`src/ecc_cfg.svh`:
```
`ifndef ECC_CFG_SVH
`define ECC_CFG_SVH

// field word width
`define ECC_W 32

// key bits after the implicit leading 1
`define ECC_KEY_STEPS 4

// microprogram lengths
`define ECC_DBL_STEPS 12
`define ECC_ADD_STEPS 9

`endif

```
`src/ecc_pkg.sv`:
```
`include "ecc_cfg.svh"

package ecc_pkg;

    typedef logic [`ECC_W-1:0] field_t;

    typedef struct packed {
        field_t x;
        field_t y;
    } point_t;

    // encoding as seen by the field unit
    typedef enum logic [1:0] {
        FOP_ADD = 2'd0,
        FOP_SUB = 2'd1,
        FOP_MUL = 2'd2,
        FOP_DIV = 2'd3   // opa / opb
    } fop_e;

    typedef struct packed {
        fop_e   op;
        field_t opa;
        field_t opb;
    } fop_cmd_t;

    typedef enum logic [2:0] {
        SRC_R1,
        SRC_R2,
        SRC_ACC_X,
        SRC_ACC_Y,
        SRC_BASE_X,
        SRC_BASE_Y,
        SRC_RES_X,
        SRC_CURVE_A
    } src_e;

    typedef enum logic [1:0] {
        DST_R1,
        DST_R2,
        DST_RES_X_R2,   // x3 and r2 together
        DST_RES_Y
    } dst_e;

    typedef struct packed {
        fop_e op;
        src_e src_a;
        src_e src_b;
        dst_e dst;
    } step_t;

endpackage

```
`src/ecc_step_rom.sv`:
```
`timescale 1ns/1ps

module ecc_step_rom (
    input  logic [4:0]     i_step_idx,
    output ecc_pkg::step_t o_step
);

    always_comb
    begin
        case (i_step_idx)
            // doubling, slope = (3*x1^2 + a) / 2*y1
            5'd0:  o_step = '{ecc_pkg::FOP_MUL, ecc_pkg::SRC_ACC_X, ecc_pkg::SRC_ACC_X,
                             ecc_pkg::DST_R1};         // x1^2
            5'd1:  o_step = '{ecc_pkg::FOP_ADD, ecc_pkg::SRC_R1, ecc_pkg::SRC_R1,
                             ecc_pkg::DST_R2};
            5'd2:  o_step = '{ecc_pkg::FOP_ADD, ecc_pkg::SRC_R1, ecc_pkg::SRC_R2,
                             ecc_pkg::DST_R1};         // 3*x1^2
            5'd3:  o_step = '{ecc_pkg::FOP_ADD, ecc_pkg::SRC_R1, ecc_pkg::SRC_CURVE_A,
                             ecc_pkg::DST_R1};
            5'd4:  o_step = '{ecc_pkg::FOP_ADD, ecc_pkg::SRC_ACC_Y, ecc_pkg::SRC_ACC_Y,
                             ecc_pkg::DST_R2};         // 2*y1
            5'd5:  o_step = '{ecc_pkg::FOP_DIV, ecc_pkg::SRC_R1, ecc_pkg::SRC_R2,
                             ecc_pkg::DST_R1};         // slope
            5'd6:  o_step = '{ecc_pkg::FOP_MUL, ecc_pkg::SRC_R1, ecc_pkg::SRC_R1,
                             ecc_pkg::DST_R2};
            5'd7:  o_step = '{ecc_pkg::FOP_SUB, ecc_pkg::SRC_R2, ecc_pkg::SRC_ACC_X,
                             ecc_pkg::DST_R2};
            5'd8:  o_step = '{ecc_pkg::FOP_SUB, ecc_pkg::SRC_R2, ecc_pkg::SRC_ACC_X,
                             ecc_pkg::DST_RES_X_R2};   // x3
            5'd9:  o_step = '{ecc_pkg::FOP_SUB, ecc_pkg::SRC_ACC_X, ecc_pkg::SRC_RES_X,
                             ecc_pkg::DST_R2};
            5'd10: o_step = '{ecc_pkg::FOP_MUL, ecc_pkg::SRC_R1, ecc_pkg::SRC_R2,
                             ecc_pkg::DST_R2};
            5'd11: o_step = '{ecc_pkg::FOP_SUB, ecc_pkg::SRC_R2, ecc_pkg::SRC_ACC_Y,
                             ecc_pkg::DST_RES_Y};      // y3
            // addition, slope = (y2 - y1) / (x2 - x1)
            5'd12: o_step = '{ecc_pkg::FOP_SUB, ecc_pkg::SRC_BASE_X, ecc_pkg::SRC_ACC_X,
                             ecc_pkg::DST_R1};
            5'd13: o_step = '{ecc_pkg::FOP_SUB, ecc_pkg::SRC_BASE_Y, ecc_pkg::SRC_ACC_Y,
                             ecc_pkg::DST_R2};
            5'd14: o_step = '{ecc_pkg::FOP_DIV, ecc_pkg::SRC_R2, ecc_pkg::SRC_R1,
                             ecc_pkg::DST_R1};         // slope
            5'd15: o_step = '{ecc_pkg::FOP_MUL, ecc_pkg::SRC_R1, ecc_pkg::SRC_R1,
                             ecc_pkg::DST_R2};
            5'd16: o_step = '{ecc_pkg::FOP_SUB, ecc_pkg::SRC_R2, ecc_pkg::SRC_ACC_X,
                             ecc_pkg::DST_R2};
            5'd17: o_step = '{ecc_pkg::FOP_SUB, ecc_pkg::SRC_R2, ecc_pkg::SRC_BASE_X,
                             ecc_pkg::DST_RES_X_R2};   // x3
            5'd18: o_step = '{ecc_pkg::FOP_SUB, ecc_pkg::SRC_ACC_X, ecc_pkg::SRC_RES_X,
                             ecc_pkg::DST_R2};
            5'd19: o_step = '{ecc_pkg::FOP_MUL, ecc_pkg::SRC_R1, ecc_pkg::SRC_R2,
                             ecc_pkg::DST_R2};
            5'd20: o_step = '{ecc_pkg::FOP_SUB, ecc_pkg::SRC_R2, ecc_pkg::SRC_ACC_Y,
                             ecc_pkg::DST_RES_Y};      // y3
            default:
                o_step = '0;   // never addressed
        endcase
    end

endmodule

```
`src/ecc_sequencer.sv`:
```
`timescale 1ns/1ps
`include "ecc_cfg.svh"

module ecc_sequencer (
    input  logic       i_clk,
    input  logic       i_reset,
    input  logic       i_start,
    input  logic       i_bit_valid,
    input  logic       i_key_bit,
    input  logic       i_fop_done,
    output logic       o_bit_req,
    output logic       o_fop_valid,
    output logic [4:0] o_step_idx,
    output logic       o_acc_load,
    output logic       o_acc_from_result,
    output logic       o_busy,
    output logic       o_done
);

    localparam int ITER_W = $clog2(`ECC_KEY_STEPS + 1);
    localparam logic [4:0] DBL_LAST = 5'(`ECC_DBL_STEPS - 1);
    localparam logic [4:0] ADD_LAST = 5'(`ECC_DBL_STEPS + `ECC_ADD_STEPS - 1);
    localparam logic [ITER_W-1:0] ITER_LAST = ITER_W'(`ECC_KEY_STEPS - 1);

    typedef enum logic [2:0] {
        S_IDLE,
        S_BIT_REQ,
        S_BIT_WAIT,
        S_DOUBLE,
        S_ADD,
        S_FINISH
    } state_e;

    state_e            state;
    logic [4:0]        step_idx;
    logic [ITER_W-1:0] iter_cnt;
    logic              key_bit_q;
    logic              dbl_end;
    logic              add_end;
    logic              iter_end;

    assign dbl_end  = (state == S_DOUBLE) && i_fop_done && (step_idx == DBL_LAST);
    assign add_end  = (state == S_ADD) && i_fop_done && (step_idx == ADD_LAST);
    assign iter_end = (dbl_end && !key_bit_q) || add_end;

    always_ff @(posedge i_clk or posedge i_reset)
    begin
        if (i_reset)
        begin
            state     <= S_IDLE;
            step_idx  <= '0;
            iter_cnt  <= '0;
            key_bit_q <= 1'b0;
        end
        else
        begin
            case (state)
                S_IDLE:
                begin
                    if (i_start)
                    begin
                        iter_cnt <= '0;
                        state    <= S_BIT_REQ;
                    end
                end
                S_BIT_REQ:
                    state <= S_BIT_WAIT;
                S_BIT_WAIT:
                begin
                    if (i_bit_valid)
                    begin
                        key_bit_q <= i_key_bit;
                        step_idx  <= '0;
                        state     <= S_DOUBLE;
                    end
                end
                S_DOUBLE, S_ADD:
                begin
                    if (i_fop_done)
                        step_idx <= step_idx + 5'd1;   // D12 rolls into A1
                    if (dbl_end && key_bit_q)
                        state <= S_ADD;
                    if (iter_end)
                    begin
                        iter_cnt <= iter_cnt + 1'b1;
                        state    <= (iter_cnt == ITER_LAST) ? S_FINISH : S_BIT_REQ;
                    end
                end
                S_FINISH:
                    state <= S_IDLE;
                default:
                    state <= S_IDLE;
            endcase
        end
    end

    assign o_bit_req   = (state == S_BIT_REQ);
    assign o_fop_valid = (state == S_DOUBLE) || (state == S_ADD);
    assign o_step_idx  = step_idx;

    // input point at start, result point after every phase
    assign o_acc_load        = ((state == S_IDLE) && i_start) || dbl_end || add_end;
    assign o_acc_from_result = (state != S_IDLE);

    assign o_busy = (state != S_IDLE) && (state != S_FINISH);
    assign o_done = (state == S_FINISH);

endmodule

```
`src/ecc_point_regs.sv`:
```
`timescale 1ns/1ps

module ecc_point_regs (
    input  logic              i_clk,
    input  logic              i_reset,
    input  logic              i_start,
    input  ecc_pkg::point_t   i_point,
    input  ecc_pkg::field_t   i_curve_a,
    input  ecc_pkg::step_t    i_step,
    input  logic              i_acc_load,
    input  logic              i_acc_from_result,
    input  logic              i_fop_done,
    input  ecc_pkg::field_t   i_fop_result,
    output ecc_pkg::fop_cmd_t o_fop_cmd,
    output ecc_pkg::point_t   o_result
);

    ecc_pkg::field_t r1;
    ecc_pkg::field_t r2;
    ecc_pkg::field_t curve_a;
    ecc_pkg::point_t acc;       // x1, y1
    ecc_pkg::point_t base;      // x2, y2
    ecc_pkg::point_t res;       // x3, y3
    ecc_pkg::point_t res_nxt;
    ecc_pkg::field_t src_word [0:7];
    logic            run_start;

    // a start seen while running belongs to nobody
    assign run_start = i_start & ~i_acc_from_result;

    always_comb
    begin
        src_word[ecc_pkg::SRC_R1]      = r1;
        src_word[ecc_pkg::SRC_R2]      = r2;
        src_word[ecc_pkg::SRC_ACC_X]   = acc.x;
        src_word[ecc_pkg::SRC_ACC_Y]   = acc.y;
        src_word[ecc_pkg::SRC_BASE_X]  = base.x;
        src_word[ecc_pkg::SRC_BASE_Y]  = base.y;
        src_word[ecc_pkg::SRC_RES_X]   = res.x;
        src_word[ecc_pkg::SRC_CURVE_A] = curve_a;
    end

    assign o_fop_cmd = '{op:  i_step.op,
                         opa: src_word[i_step.src_a],
                         opb: src_word[i_step.src_b]};

    // result point including the write of this cycle, so the
    // accumulator can take y3 on the same edge as the last done
    always_comb
    begin
        res_nxt = res;
        if (i_fop_done && i_step.dst == ecc_pkg::DST_RES_X_R2)
            res_nxt.x = i_fop_result;
        if (i_fop_done && i_step.dst == ecc_pkg::DST_RES_Y)
            res_nxt.y = i_fop_result;
    end

    always_ff @(posedge i_clk)
    begin
        res <= res_nxt;
        if (i_fop_done)
        begin
            case (i_step.dst)
                ecc_pkg::DST_R1:
                    r1 <= i_fop_result;
                ecc_pkg::DST_R2, ecc_pkg::DST_RES_X_R2:
                    r2 <= i_fop_result;
                default:
                    r2 <= r2;   // y3 only
            endcase
        end
        if (run_start)
        begin
            base    <= i_point;
            curve_a <= i_curve_a;
        end
    end

    always_ff @(posedge i_clk or posedge i_reset)
    begin
        if (i_reset)
            acc <= '0;
        else if (i_acc_load)
            acc <= i_acc_from_result ? res_nxt : i_point;
    end

    assign o_result = acc;

endmodule

```
`src/ecc_point_mul.sv`:
```
`timescale 1ns/1ps

module ecc_point_mul (
    input  logic              i_clk,
    input  logic              i_reset,
    input  logic              i_start,
    input  ecc_pkg::point_t   i_point,
    input  ecc_pkg::field_t   i_curve_a,
    output logic              o_bit_req,
    input  logic              i_bit_valid,
    input  logic              i_key_bit,
    output logic              o_fop_valid,
    output ecc_pkg::fop_cmd_t o_fop_cmd,
    input  logic              i_fop_done,
    input  ecc_pkg::field_t   i_fop_result,
    output logic              o_busy,
    output logic              o_done,
    output ecc_pkg::point_t   o_result
);

    logic [4:0]     step_idx;
    ecc_pkg::step_t step;
    logic           acc_load;
    logic           acc_from_result;

    ecc_sequencer i_sequencer (
        .i_clk             (i_clk),
        .i_reset           (i_reset),
        .i_start           (i_start),
        .i_bit_valid       (i_bit_valid),
        .i_key_bit         (i_key_bit),
        .i_fop_done        (i_fop_done),
        .o_bit_req         (o_bit_req),
        .o_fop_valid       (o_fop_valid),
        .o_step_idx        (step_idx),
        .o_acc_load        (acc_load),
        .o_acc_from_result (acc_from_result),
        .o_busy            (o_busy),
        .o_done            (o_done)
    );

    ecc_step_rom i_step_rom (
        .i_step_idx (step_idx),
        .o_step     (step)
    );

    ecc_point_regs i_point_regs (
        .i_clk             (i_clk),
        .i_reset           (i_reset),
        .i_start           (i_start),
        .i_point           (i_point),
        .i_curve_a         (i_curve_a),
        .i_step            (step),
        .i_acc_load        (acc_load),
        .i_acc_from_result (acc_from_result),
        .i_fop_done        (i_fop_done),
        .i_fop_result      (i_fop_result),
        .o_fop_cmd         (o_fop_cmd),
        .o_result          (o_result)
    );

endmodule

```
`config.mk`:
```
export PLATFORM = sky130hd
export DESIGN_NAME = ecc_point_mul
export DESIGN_NICKNAME = d
export VERILOG_FILES = /design/src/ecc_pkg.sv /design/src/ecc_step_rom.sv /design/src/ecc_sequencer.sv /design/src/ecc_point_regs.sv /design/src/ecc_point_mul.sv
export VERILOG_INCLUDE_DIRS = /design/src
export SDC_FILE = /design/constraint.sdc
export NUM_CORES = 1
export LEC_CHECK = 0
export ABC_AREA = 1
export BUFFER_PORTS_ARGS = -buffer_cell sky130_fd_sc_hd__buf_2
export CAP_MARGIN = 0
export CORE_ASPECT_RATIO = 0.5
export CORE_MARGIN = 3
export CORE_UTILIZATION = 44
export CTS_BUF_LIST = sky130_fd_sc_hd__clkbuf_4 sky130_fd_sc_hd__clkbuf_8
export DETAILED_ROUTE_END_ITERATION = 10
export HOLD_SLACK_MARGIN = 0.02
export PLACE_DENSITY = 0.61
export SETUP_SLACK_MARGIN = 0.1
export SYNTH_ARGS = -nofsm -noshare
export SYNTH_HDL_FRONTEND = slang
export SYNTH_HIERARCHICAL = 1
export SYNTH_SLANG_ARGS = --single-unit
```
`constraint.sdc`:
```
create_clock -name i_clk -period 8.45 [get_ports i_clk]
set_input_delay 1.2675 -clock i_clk [delete_from_list [all_inputs] [get_ports i_clk]]
set_output_delay 1.2675 -clock i_clk [all_outputs]
set_load 0.02 [all_outputs]
```
# ---- Word-level counts from Yosys, hierarchy flattened
# Memories as Yosys holds them, arrays and structs flattened.
# Cells that the tools add are included.
dict set report totals {
  out_inout_bits 134
  regBits 300
  romBits 320
  n_memories 1
  mem_bits_rw 0
  word_cells 88
  latch_bits 0
}
dict set report op_classes {
  div 0
  n_addsub 2
  mux 21
  shift 0
  n_bitwise 4
  mul 0
  n_reduce_logical 28
  n_lt_le_gt_ge 2
  n_eq_ne 17
}
# memory depth width rd rd_ports_with_merged_regs wr line
set memory_table {}
lappend memory_table {{(no name shown)} 32 10 1 0 0 ecc_step_rom.sv:10} ;# case (i_step_idx)
# operator n
set op_table {}
lappend op_table {{$bmux 32 s3} 2}
lappend op_table {{$mux 32} 6}
lappend op_table {{$mux 64} 1}
lappend op_table {{$mux 3} 7}
lappend op_table {{$pmux 3 s4} 1}
lappend op_table {{$logic_and 1x1->1} 10}
lappend op_table {{$mux 5} 2}
lappend op_table {{$pmux 5 s2} 1}
lappend op_table {{$eq 3x2->1 const B} 3}
lappend op_table {{$reduce_and 3->1} 3}
lappend op_table {{$ge 4x4->1 const B} 2}
lappend op_table {{$not 3->4} 2}
lappend op_table {{$eq 3x3->1 const B} 2}
lappend op_table {{$ne 2x2->1 const B} 3}
lappend op_table {{$pmux 3 s2} 1}
lappend op_table {{$reduce_and 2->1} 3}
lappend op_table {{$add 5x1->5 const B} 1}
lappend op_table {{$eq 5x4->1 const B} 1}
lappend op_table {{$eq 5x5->1 const B} 1}
lappend op_table {{$eq 2x2->1 const B} 2}
lappend op_table {{$logic_or 1x1->1} 4}
lappend op_table {{$reduce_bool 2->1} 2}
lappend op_table {{$reduce_or 2->1} 2}
lappend op_table {{$add 3x1->3 const B} 1}
lappend op_table {{other kinds (11)} 11}

# ---- Logic depth before layout (Yosys ltp)
# Gate-level depths: netlist of the first run.
dict set report logic_depth {
  depth_word 7
  ltp_mapped 17
  depth_no_buf 15
}

# ---- By module
# The synthesis of the first run kept the hierarchy.
# mod cells_each n_inst area_per_inst_um2
set by_module_without_submodules {}
lappend by_module_without_submodules {ecc_point_regs 2369 1 16253.1}
lappend by_module_without_submodules {ecc_sequencer 108 1 802.0}
lappend by_module_without_submodules {ecc_step_rom 89 1 489.2}

# ---- Worst setup path before layout of the first run
# Ideal clock, no wire load.
dict set report synth_timing {
  path_kind {input -> register}
  from {input i_start}
  to {register i_point_regs/base[0] (netlist bit), enable pin}
  cell_stages 2
  t_arrival_ns 5.326
  slack_ns 2.569
  setup_ns 0.554
  required_ns 7.896
  cell_sequence {inv_1 -> nor2_1}
}
dict set report synth_between {
  elab_chain_len 1
}
# element line
set synth_lines {}
lappend synth_lines {{start: declaration} ecc_point_mul.sv:6} ;# input logic i_start,
lappend synth_lines {{$and 1x1->1} ecc_point_regs.sv:29} ;# assign run_start = i_start & ~i_acc_from_result;
lappend synth_lines {{via i_point_regs.run_start} ecc_point_regs.sv:26} ;# logic run_start;
lappend synth_lines {{end signal: assignment} ecc_point_regs.sv:74} ;# base <= i_point;
lappend synth_lines {{end: declaration} ecc_point_regs.sv:22} ;# ecc_pkg::point_t base;
# The timed path passes the listed nets, and every way through them passes these cells.
# A chain may end at the register's enable or synchronous reset.

==> qor.csv, run 1 <==
metric,value,unit
RD Place Congestion,0.8421,
power per cell area,444.9,mW/mm^2
yosys warns,6,
worst reg2reg path depth,6,
global-route usage over all layers,0.2613,
Rows,51,
worst path buffer plus inverter count,5,
clock-pin slew on the worst setup and hold paths,70,ps
slowest cell delay on critical path,800,ps
Num CTS Buffers,48,
leading area contributor after synthesis,edfxtp_1,
commonest cells in the netlist,"1272 x nand2_1, 341 x nand3_1, 291 x inv_1",
fin nets,2915,
most frequent cell after synthesis,nand2_1,
CP Cell Sequence,inv_2 > nand2_1 > nand3_1 > nand2_1 > o21ai_4 > buf_4 > inv_4 > buf_4 > nand2_1 > nand3_1 > nand2_1 > nand2_1 > nand2_1 > buf_2,
final setup violation count,0,
Setup Skew,21.73,ps
vias,16720,
Post-synth top flop,edfxtp_1,
initial core utilization,0.4485,
Final Critical Period,5758,ps
"Slowest-stage cell, CP",dfrtp_1,
setup TNS,0,ps
# IOs,268,
# hold bufs at CTS,0,
Synth-to-Final Area Change,13.77,%
Die Y,147.2,um
cells after synthesis,2566,
ANT nets after route,0,
CTS max path bufs,3,
ranking of synthesized cells by area,"edfxtp_1 27%, nand2_1 27%, dfrtp_1 11%, nand3_1 9.7%, dfxtp_1 7.3%",
cell mode on critical path,nand2_1,
origin of the worst setup path,i_sequencer/o_step_idx[2]$_DFFE_PP0P_,
largest vdd supply drop,0.0003550,V
core box area,0.03912,mm^2
Fin Hold WS,451.2,ps
# fillers,3999,
worst min path class,reg2reg,
Setup Buffers After CTS,0,
DRT iter0 DRCs,1513,
number of global-route vias before repair,15500,
Critical Path RT,7180,ps
Worst R2R End,i_point_regs/base[25]$_DFFE_PP_,
grt total ovfl,0,
# resized after CTS,0,
die area,0.04245,mm^2
CP endpoint kind,primary output,
hpwl dp,34160,um
Port Buffers,267,
post-synthesis async set-or-reset flop share,0.2533,
Critical Path Fanout Max,73,
register bit count reported by yosys,300,
1st-pass router iterations,6,
f_max,173.7,MHz
slew of the pin with the lowest slew margin,1099,ps
CTS tree,built,
largest net degree at the start of global routing,95,
Met2 Routed Length,26660,um
"wirelength, routed",56320,um
CP Launch Type,register,
CP Capture Point,o_fop_cmd[21],
Post-synth EDFFs,160,
DR vias/cell,4.998,
clock root cell,clkbuf_8,
max layer used,met4,
Syn Std Cell Area,0.01754,mm^2
Final Hold Viols,0,
DR WL met3,3879,um
Rel. slew slack,0.2672,
unrepaired setup endpoints after global routing,false,
DRC Markers,0,
"Avg Cell Area, Syn",6.837,um^2
max-slew violation count,0,
WS Path Type,reg2out,
"Seq/Total Area, Yosys",0.4553,
H-tree depth,2,
TritonCTS Sinks,300,
R2R Setup Slk,4640,ps
M1 WL,24300,um
maxcap violations,0,
R2R Path Start,i_sequencer/state[1]$_DFFE_PP0P_,
Lkg Pwr,0.01105,uW
Crit path depth,14,
initial antenna violation count,9,
period utilisation layout,0.6815,
Yosys cell types,29,
drt wl/cell,16.84,um
worst skew pair latency,600,ps
Die Width,288.4,um
outcome,"finished, final reports clean",
ratio of cells with drive above 1 in the final layout,0.1504,
syn nets,2715,
CP top delay family,buffers and inverters,
first-pass GRT wire length,86950,um
critical path arrival,4490,ps
Synth top area share,0.2739,
[worst reg2reg max path, stage by stage (launching register included)]
cell and delay (ps):
dfrtp_1 440, nor2_2 210, nand2_4 530, buf_4 630, nor2_4 180, buf_4 650, buf_4 780
[power breakdown]
group          switching [uW]  leakage (uW)  internal (uW)
Combinational            3740       0.00751           1560
Sequential                238       0.00299           2020
Clock                     630      0.000539            702
[placed cells by master (no fill, tap or decap)]
cell | Yosys | routed
o21ai_4 | 0 | 1
nand3_4 | 0 | 1
nand4_1 | 2 | 2
nor2_2 | 2 | 2
o21ai_2 | 3 | 2
clkbuf_8 | 0 | 61
dfxtp_1 | 64 | 64
inv_4 | 0 | 3
nor2_4 | 3 | 5
clkinv_1 | 0 | 6
buf_4 | 20 | 24
or2_1 | 2 | 2
nand3_2 | 4 | 4
clkbuf_4 | 0 | 11
dfrtp_1 | 76 | 76
nor2_1 | 144 | 142
xor2_1 | 1 | 1
o21ai_1 | 6 | 6
nand2_4 | 2 | 4
edfxtp_1 | 160 | 160
nand2_2 | 10 | 12
buf_2 | 58 | 267
clkinvlp_4 | 0 | 3
a21oi_1 | 7 | 7
nand3b_1 | 1 | 1
o21ai_0 | 5 | 5
inv_2 | 11 | 9
diode_2 | 0 | 9
inv_1 | 291 | 287
ha_1 | 15 | 15
nand3_1 | 341 | 340
nand2_1 | 1272 | 1268
o211ai_1 | 2 | 2
clkinv_2 | 1 | 13
[worst min path at each step]
stage | depth (start not counted) | start | slack, ps | end
3_5_place_dp | 2 | i_point_regs/res[6]$_DFF_P_ | 440 | i_point_regs/res[6]$_DFF_P_
4_1_cts | 2 | i_point_regs/res[4]$_DFF_P_ | 450 | i_point_regs/res[4]$_DFF_P_
3_3_place_gp | 2 | i_point_regs/res[9]$_DFF_P_ | 430 | i_point_regs/res[9]$_DFF_P_
6_report | 2 | i_point_regs/res[9]$_DFF_P_ | 450 | i_point_regs/res[9]$_DFF_P_
2_1_floorplan | 2 | i_point_regs/res[0]$_DFF_P_ | 420 | i_point_regs/res[0]$_DFF_P_
5_1_grt | 2 | i_point_regs/res[11]$_DFF_P_ | 460 | i_point_regs/res[11]$_DFF_P_
[cell type report]
class                      count  area [um^2]  share of cell area
timing repair buffer         291         1516             0.07597
antenna                        9        22.52            0.001128
sequential                   300         7988              0.4002
inverter                     303         1147             0.05748
clock inverter                18        92.59            0.004639
clock buffer                  72        922.1             0.04620
multi-input combinational   1822         7609              0.3812
tap                          530        663.1             0.03322
[metal layers]
layer | up-vias | global-route usage
met5 | - | 0
met4 | 0 | 0.08974
met3 | 103 | 0.03643
met2 | 609 | 0.4290
met1 | 7723 | 0.3559
li1 | 8283 | -
[state kept, by name, summed over array words and instances (netlist names)]
name,count
i_point_regs/r2,32
i_point_regs/curve_a,32
i_sequencer/key_bit_q,1
i_sequencer/iter_cnt,3
i_point_regs/r1,32
i_sequencer/o_step_idx,5
i_point_regs/o_result,64
i_sequencer/state,3
i_point_regs/res,64
i_point_regs/base,64
[kinds of logic after synthesis]
kind of cell,share of synthesized area
adder cells (fa/ha/maj),0.01070
XOR/XNOR,0.0004993
AO/OA/AOI/OAI,0.007488
flip-flops,0.4553
AND/OR/NAND/NOR,0.4119
buffers and inverters,0.1142
[metrics by stage]
stage	util	total power (uW)	setup slack (ps)	instance area, um^2	instances
6_report	0.5103	8880	2692	19960	3345
5_1_grt	0.5103	9622	2283	19960	3345
4_1_cts	0.5097	8905	2714	19940	3336
3_5_place_dp	0.4838	7549	3387	18920	3246
3_3_place_gp	0.4838	7528	3406	18920	3246
2_1_floorplan	-	6148	2569	17540	2566
Note: power is estimated with default switching activity, not from simulation.
==> run 2, diff against run 1 <==
- PLACE_DENSITY: 0.61 -> 0.64
- clock period: 8.45 -> 5.1 ns (I/O delays scaled with it)
==> qor.csv, run 2 (synthesized netlist as in run 1, its figures left out) <==
metric,value,unit,change
outcome,"finished, final reports clean",,unchanged
most frequent cells in the layout,"1268 x nand2_1, 340 x nand3_1, 287 x inv_1",,unchanged
unrepaired setup endpoints after global routing,false,,unchanged
final setup violation count,0,,unchanged
ANT nets after route,0,,unchanged
switching share of power,0.5129,,was 0.5186
CTS max path bufs,3,,unchanged
Final Critical Period,4264,ps,
worst path buffer plus inverter count,4,,was 5
# resized after CTS,0,,unchanged
"Slowest-stage cell, CP",buf_4,,was dfrtp_1
slew of the pin with the lowest slew margin,999.4,ps,was 1099 ps
Multi-input gate area,0.007609,mm^2,unchanged
DRT iter0 DRCs,1673,,was 1513
number of global-route vias before repair,15560,,was 15500
fin nets,2916,,was 2915
Num CTS Buffers,48,,unchanged
initial core utilization,0.4485,,unchanged
sequential share of power,0.247,,was 0.254
"wirelength, routed",57010,um,was 56320 um
CTS tree,built,,unchanged
cell mode on critical path,nand2_1,,unchanged
period utilisation layout,0.8361,,
clock root cell,clkbuf_8,,unchanged
die area,0.04245,mm^2,unchanged
CP endpoint kind,primary output,,unchanged
Gate power share,0.594,,was 0.596
Critical Path Fanout Max,64,,was 73
H-tree depth,2,,unchanged
slowest cell delay on critical path,740,ps,was 800 ps
DRC Markers,0,,unchanged
critical path arrival,3500,ps,was 4490 ps
WS Path Type,reg2out,,unchanged
Critical Path RT,4340,ps,was 7180 ps
Clock Power Share,0.158,,was 0.150
RD Place Congestion,0.8779,,was 0.8421
Rows,51,,unchanged
TritonCTS Sinks,300,,unchanged
core box area,0.03912,mm^2,unchanged
Rel. slew slack,0.3328,,was 0.2672
Final Hold Viols,0,,unchanged
Die Y,147.2,um,unchanged
clock-pin slew on the worst setup and hold paths,60,ps,was 70 ps
vias,17060,,was 16720
Net Switching,7742,uW,was 4605 uW
power per cell area,751.1,mW/mm^2,was 444.9 mW/mm^2
f_max,234.5,MHz,
Die Width,288.4,um,unchanged
placed cells,3247,,was 3246
hpwl dp,34500,um,was 34160 um
CP Launch Type,register,,unchanged
CP top delay family,buffers and inverters,,unchanged
DR vias/cell,5.104,,was 4.998
internal cell power,7353,uW,was 4275 uW
# fillers,3953,,was 3999
worst skew pair latency,590,ps,was 600 ps
Lkg Pwr,0.01111,uW,was 0.01105 uW
grt total ovfl,0,,unchanged
ratio of cells with drive above 1 in the final layout,0.1491,,was 0.1504
# IOs,268,,unchanged
Setup Buffers After CTS,0,,unchanged
Final Non-Filler Cells,3342,,was 3345
Setup Skew,10.44,ps,was 21.73 ps
1st-pass router iterations,5,,was 6
first-pass GRT wire length,87040,um,was 86950 um
global-route usage over all layers,0.2618,,was 0.2613
Port Buffers,267,,unchanged
Synth-to-Final Area Change,14.55,%,was 13.77%
largest net degree at the start of global routing,129,,was 95
"commonest non-fill, non-tap cell in the layout",nand2_1,,unchanged
worst min path class,in2async,,was reg2reg
max-slew violation count,0,,unchanged
# hold bufs at CTS,0,,unchanged
register area,0.007988,mm^2,unchanged
initial antenna violation count,7,,was 9
drt wl/cell,17.06,um,was 16.84 um
largest vdd supply drop,0.0004283,V,was 0.0003550 V
setup TNS,0,ps,unchanged
Power Total,15090,uW,was 8880 uW
maxcap violations,0,,unchanged
CP Cell Sequence,inv_1 > ha_1 > inv_1 > nand2_1 > nand2_1 > nand2_1 > nand2_2 > buf_4 > nand3_1 > nand2_1 > nand2_1 > nand2_1 > buf_2,,was inv_2 > nand2_1 > nand3_1 > nand2_1 > o21ai_4 > buf_4 > inv_4 > buf_4 > nand2_1 > nand3_1 > nand2_1 > nand2_1 > nand2_1 > buf_2
run 2: cell types whose count changed in the layout (fill, tap and decap cells not counted), moves of 4 or more:
| cell | delta |
|---|---|
| bufinv_16 | +6 |
| clkbuf_8 | -8 |
| buf_4 | -4 |
| clkbuf_4 | +5 |
| clkinv_2 | -8 |
| buf_12 | +5 |
run 2: metrics by stage:
| step | util | hold slack [ps] | setup slack [ps] | instance area [um^2] |
|---|---|---|---|---|
| 6_report | 0.5138 | 213.8 | 836.1 | 20100 |
| 3_3_place_gp | 0.4856 | 430.9 | 1491 | 18990 |
| 2_1_floorplan | - | 421.6 | 1121 | 17550 |
| 4_1_cts | 0.5133 | 194.0 | 845.0 | 20080 |
| 5_1_grt | 0.5137 | 220.5 | 567.9 | 20090 |
| 3_5_place_dp | 0.4856 | 434.7 | 1492 | 18990 |
run 2: final timing paths:
| check | start | cells past startpoint | slack (ps) | end |
|---|---|---|---|---|
| worst min-delay path | i_reset | 2 | 210 | i_sequencer/state[1]$_DFFE_PP0P_ |
| max in group asynchronous | i_reset | 3 | 3680 | i_point_regs/o_result[31]$_DFFE_PP0P_ |
| min in group i_clk | i_curve_a[11] | 1 | 350 | i_point_regs/curve_a[11]$_DFFE_PP_ |
| worst min register to register | i_point_regs/res[6]$_DFF_P_ | 2 | 450 | i_point_regs/res[6]$_DFF_P_ |
| worst max register to register | i_sequencer/o_step_idx[0]$_DFFE_PP0P_ | 16 | 1640 | i_point_regs/o_result[46]$_DFFE_PP0P_ |
| worst max-delay path | i_sequencer/o_step_idx[0]$_DFFE_PP0P_ | 13 | 840 | o_fop_cmd[25] |
run 2: metal layers:
layer / GRT usage / vias to the layer above / share of wire
met2: 0.4193 / 755 / 0.46
met1: 0.3633 / 7906 / 0.43
met3: 0.03628 / 118 / 0.077
met5: 0 / - / 0
met4: 0.09454 / 0 / 0.029
li1: - / 8277 / -
run 2: power by group through the flow:
stage	clock, uW	sequential (uW)	combinational, uW
2_1_floorplan	0	3920	6250
3_3_place_gp	0	3760	8830
3_5_place_dp	0	3780	8880
4_1_cts	2440	3730	8920
5_1_grt	2570	3800	9890
6_report	2390	3740	8970
run 2: final cells by class:
cell class / instances / share of cell area
clock inverters: 18 / 0.01164
well taps: 530 / 0.03300
flip-flops and latches: 300 / 0.3975
inverters: 303 / 0.05709
repair buffers: 292 / 0.07894
multi-input cells: 1822 / 0.3786
clock buffers: 69 / 0.04227
diodes: 8 / 0.0009961
==> run 3, diff against run 2 <==
- ABC_AREA: 1 -> 0
- PLACE_DENSITY: 0.64 -> 0.62
- clock period: 5.1 -> 4 ns (I/O delays scaled with it)
==> qor.csv, run 3 <==
metric,value,unit,change
outcome,"finished, final reports clean",,unchanged
RD Place Congestion,0.7878,,was 0.8779
largest vdd supply drop,0.0004900,V,was 0.0004283 V
Worst R2R End,i_point_regs/r2[7]$_DFFE_PP_,,was i_point_regs/o_result[46]$_DFFE_PP0P_
# IOs,268,,unchanged
"commonest non-fill, non-tap cell in the layout",buf_2,,was nand2_1
# hold bufs at CTS,0,,unchanged
"Slowest-stage cell, CP",mux4_1,,was buf_4
hpwl dp,27610,um,was 34500 um
final setup violation count,0,,unchanged
Critical Path RT,3400,ps,was 4340 ps
worst reg2reg path depth,8,,was 16
yosys warns,6,,unchanged
"wirelength, routed",45500,um,was 57010 um
maxcap violations,0,,unchanged
ratio of cells with drive above 1 in the final layout,0.4270,,was 0.1491
Synth-to-Final Area Change,21.01,%,was 14.55%
vias,10200,,was 17060
Die Width,269.5,um,was 288.4 um
DRC Markers,0,,unchanged
number of global-route vias before repair,10920,,was 15560
drt wl/cell,26.86,um,was 17.06 um
Power Total,14150,uW,was 15090 uW
register bit count reported by yosys,300,,unchanged
"Avg Cell Area, Syn",16.93,um^2,was 6.837 um^2
DR vias/cell,6.023,,was 5.104
power per cell area,765.8,mW/mm^2,was 751.1 mW/mm^2
slowest cell delay on critical path,580,ps,was 740 ps
period utilisation layout,0.9433,,
"Seq/Total Area, Yosys",0.5231,,was 0.4553
Critical Path Fanout Max,17,,was 64
syn nets,1051,,was 2715
initial core utilization,0.4540,,was 0.4485
Post-synth top flop,edfxtp_1,,unchanged
fin nets,1332,,was 2916
post-synthesis async set-or-reset flop share,0.2533,,unchanged
core box area,0.03364,mm^2,was 0.03912 mm^2
Final Hold Viols,0,,unchanged
f_max,265.0,MHz,
Lkg Pwr,0.008067,uW,was 0.01111 uW
leading area contributor after synthesis,edfxtp_1,,unchanged
Yosys cell types,63,,was 29
worst path buffer plus inverter count,3,,was 4
clock root cell,clkbuf_8,,unchanged
clock-pin slew on the worst setup and hold paths,70,ps,was 60 ps
critical path arrival,3170,ps,was 3500 ps
Die Y,137.7,um,was 147.2 um
TritonCTS Sinks,300,,unchanged
origin of the worst setup path,i_sequencer/o_step_idx[1]$_DFFE_PP0P_,,was i_sequencer/o_step_idx[0]$_DFFE_PP0P_
grt total ovfl,0,,unchanged
H-tree depth,2,,unchanged
global-route usage over all layers,0.2333,,was 0.2618
Rel. slew slack,0.3604,,was 0.3328
initial antenna violation count,9,,was 7
commonest cells in the netlist,"160 x edfxtp_1, 100 x mux4_1, 76 x dfrtp_1",,"was 1272 x nand2_1, 341 x nand3_1, 291 x inv_1"
setup TNS,0,ps,unchanged
Num CTS Buffers,47,,was 48
Synth top area share,0.3147,,was 0.2739
WS Path Type,reg2out,,unchanged
cells after synthesis,902,,was 2566
Post-synth EDFFs,160,,unchanged
Syn Std Cell Area,0.01527,mm^2,was 0.01754 mm^2
Setup Skew,30.58,ps,was 10.44 ps
Rows,47,,was 51
DRT iter0 DRCs,812,,was 1673
most frequent cells in the layout,"267 x buf_2, 160 x edfxtp_1, 100 x mux4_1",,"was 1268 x nand2_1, 340 x nand3_1, 287 x inv_1"
most frequent cell after synthesis,edfxtp_1,,was nand2_1
CP Cell Sequence,buf_4 > ha_1 > mux2i_1 > a211oi_1 > a21oi_4 > buf_12 > mux4_1 > mux2_2 > buf_2,,was inv_1 > ha_1 > inv_1 > nand2_1 > nand2_1 > nand2_1 > nand2_2 > buf_4 > nand3_1 > nand2_1 > nand2_1 > nand2_1 > buf_2
CP endpoint kind,primary output,,unchanged
ranking of synthesized cells by area,"edfxtp_1 31%, mux4_1 17%, dfrtp_1 12%, dfxtp_1 8.4%, mux2_2 5.5%",,"was edfxtp_1 27%, nand2_1 27%, dfrtp_1 11%, nand3_1 9.7%, dfxtp_1 7.3%"
worst min path class,in2async,,unchanged
Port Buffers,267,,unchanged
1st-pass router iterations,6,,was 5
CP top delay family,multiplexers,,was buffers and inverters
Fin Hold WS,34.79,ps,was 213.8 ps
CTS tree,built,,unchanged
unrepaired setup endpoints after global routing,true,,was false
Final Critical Period,3773,ps,
# fillers,2763,,was 3953
CP Launch Type,register,,unchanged
ANT nets after route,0,,unchanged
CTS max path bufs,3,,unchanged
die area,0.03711,mm^2,was 0.04245 mm^2
first-pass GRT wire length,65620,um,was 87040 um
R2R Setup Slk,1000,ps,was 1640 ps
R2R Path Start,i_sequencer/o_step_idx[3]$_DFFE_PP0P_,,was i_sequencer/o_step_idx[0]$_DFFE_PP0P_
max-slew violation count,0,,unchanged
worst skew pair latency,590,ps,about the same
largest net degree at the start of global routing,97,,was 129
slew of the pin with the lowest slew margin,959.4,ps,was 999.4 ps
-- run 3: timing repair --
action,4_1_cts,5_1_grt
resized for setup,3,9
buffers inserted,6,2
endpoints found under the setup margin,51,32
gates cloned,2,4
pin swaps,1,1
-- run 3: worst reg2reg max path: cells and delay by family (launching register included) --
family,cells,cell delay [ps]
flops,1,470
fa+ha+maj,1,270
compound gates,2,430
simple gates,2,870
buf+inv,3,630
-- run 3: worst max path at each step --
stage | cells after the start | endpoint | slack (ps)
3_5_place_dp | 9 | o_fop_cmd[16] | 480
4_1_cts | 10 | o_fop_cmd[9] | 110
3_3_place_gp | 9 | o_fop_cmd[13] | 550
5_1_grt | 9 | o_fop_cmd[12] | 80
6_report | 9 | o_fop_cmd[1] | 230
2_1_floorplan | 4 | i_point_regs/base[0]$_DFFE_PP_ | 220
-- run 3: logic make-up (layout without fill, tap and decap cells) --
logic type,after synthesis,count (layout),synth area share
flops,300,300,0.5231
mux,269,269,0.3171
simple gates,127,127,0.04916
compound gates,100,100,0.05933
buf+inv,90,408,0.03843
fa+ha+maj,15,15,0.01229
xor+xnor,1,1,0.0005737
other cells,0,9,0
-- run 3: metrics by stage --
stage / area [um^2] / util / setup slack [ps] / std cells
finish: 18480 / 0.5493 / 227.0 / 1694
global route: 18480 / 0.5493 / 83.87 / 1694
CTS: 18300 / 0.5442 / 109.8 / 1679
detailed placement: 17130 / 0.5094 / 477.1 / 1585
global placement: 17130 / 0.5094 / 545.7 / 1585
floorplan: 15270 / - / 216.7 / 902
-- run 3: cell type report --
cell class                      instances  area, um^2  share of cell area
Inverter                               16       60.06            0.003250
Clock inverter                         11       106.4            0.005756
Sequential cell                       300        7990              0.4324
Clock buffer                           75       919.6             0.04977
Multi-Input combinational cell        512        6812              0.3686
Antenna cell                            9       22.52            0.001219
Tap cell                              465       581.8             0.03149
Timing Repair Buffer                  306        1986              0.1075
-- run 3: routing by layer --
layer | global-route usage | share of wire | up-vias
met5 | 0 | 0 | -
met4 | 0.09080 | 0.032 | 0
met3 | 0.04420 | 0.059 | 94
met2 | 0.4006 | 0.50 | 377
met1 | 0.2979 | 0.41 | 5390
li1 | - | - | 4342
-- run 3: where the power goes --
| part | internal (uW) | switching (uW) |
|---|---|---|
| clock | 1590 | 1250 |
| combinational | 3220 | 3780 |
| sequential | 3910 | 404 |
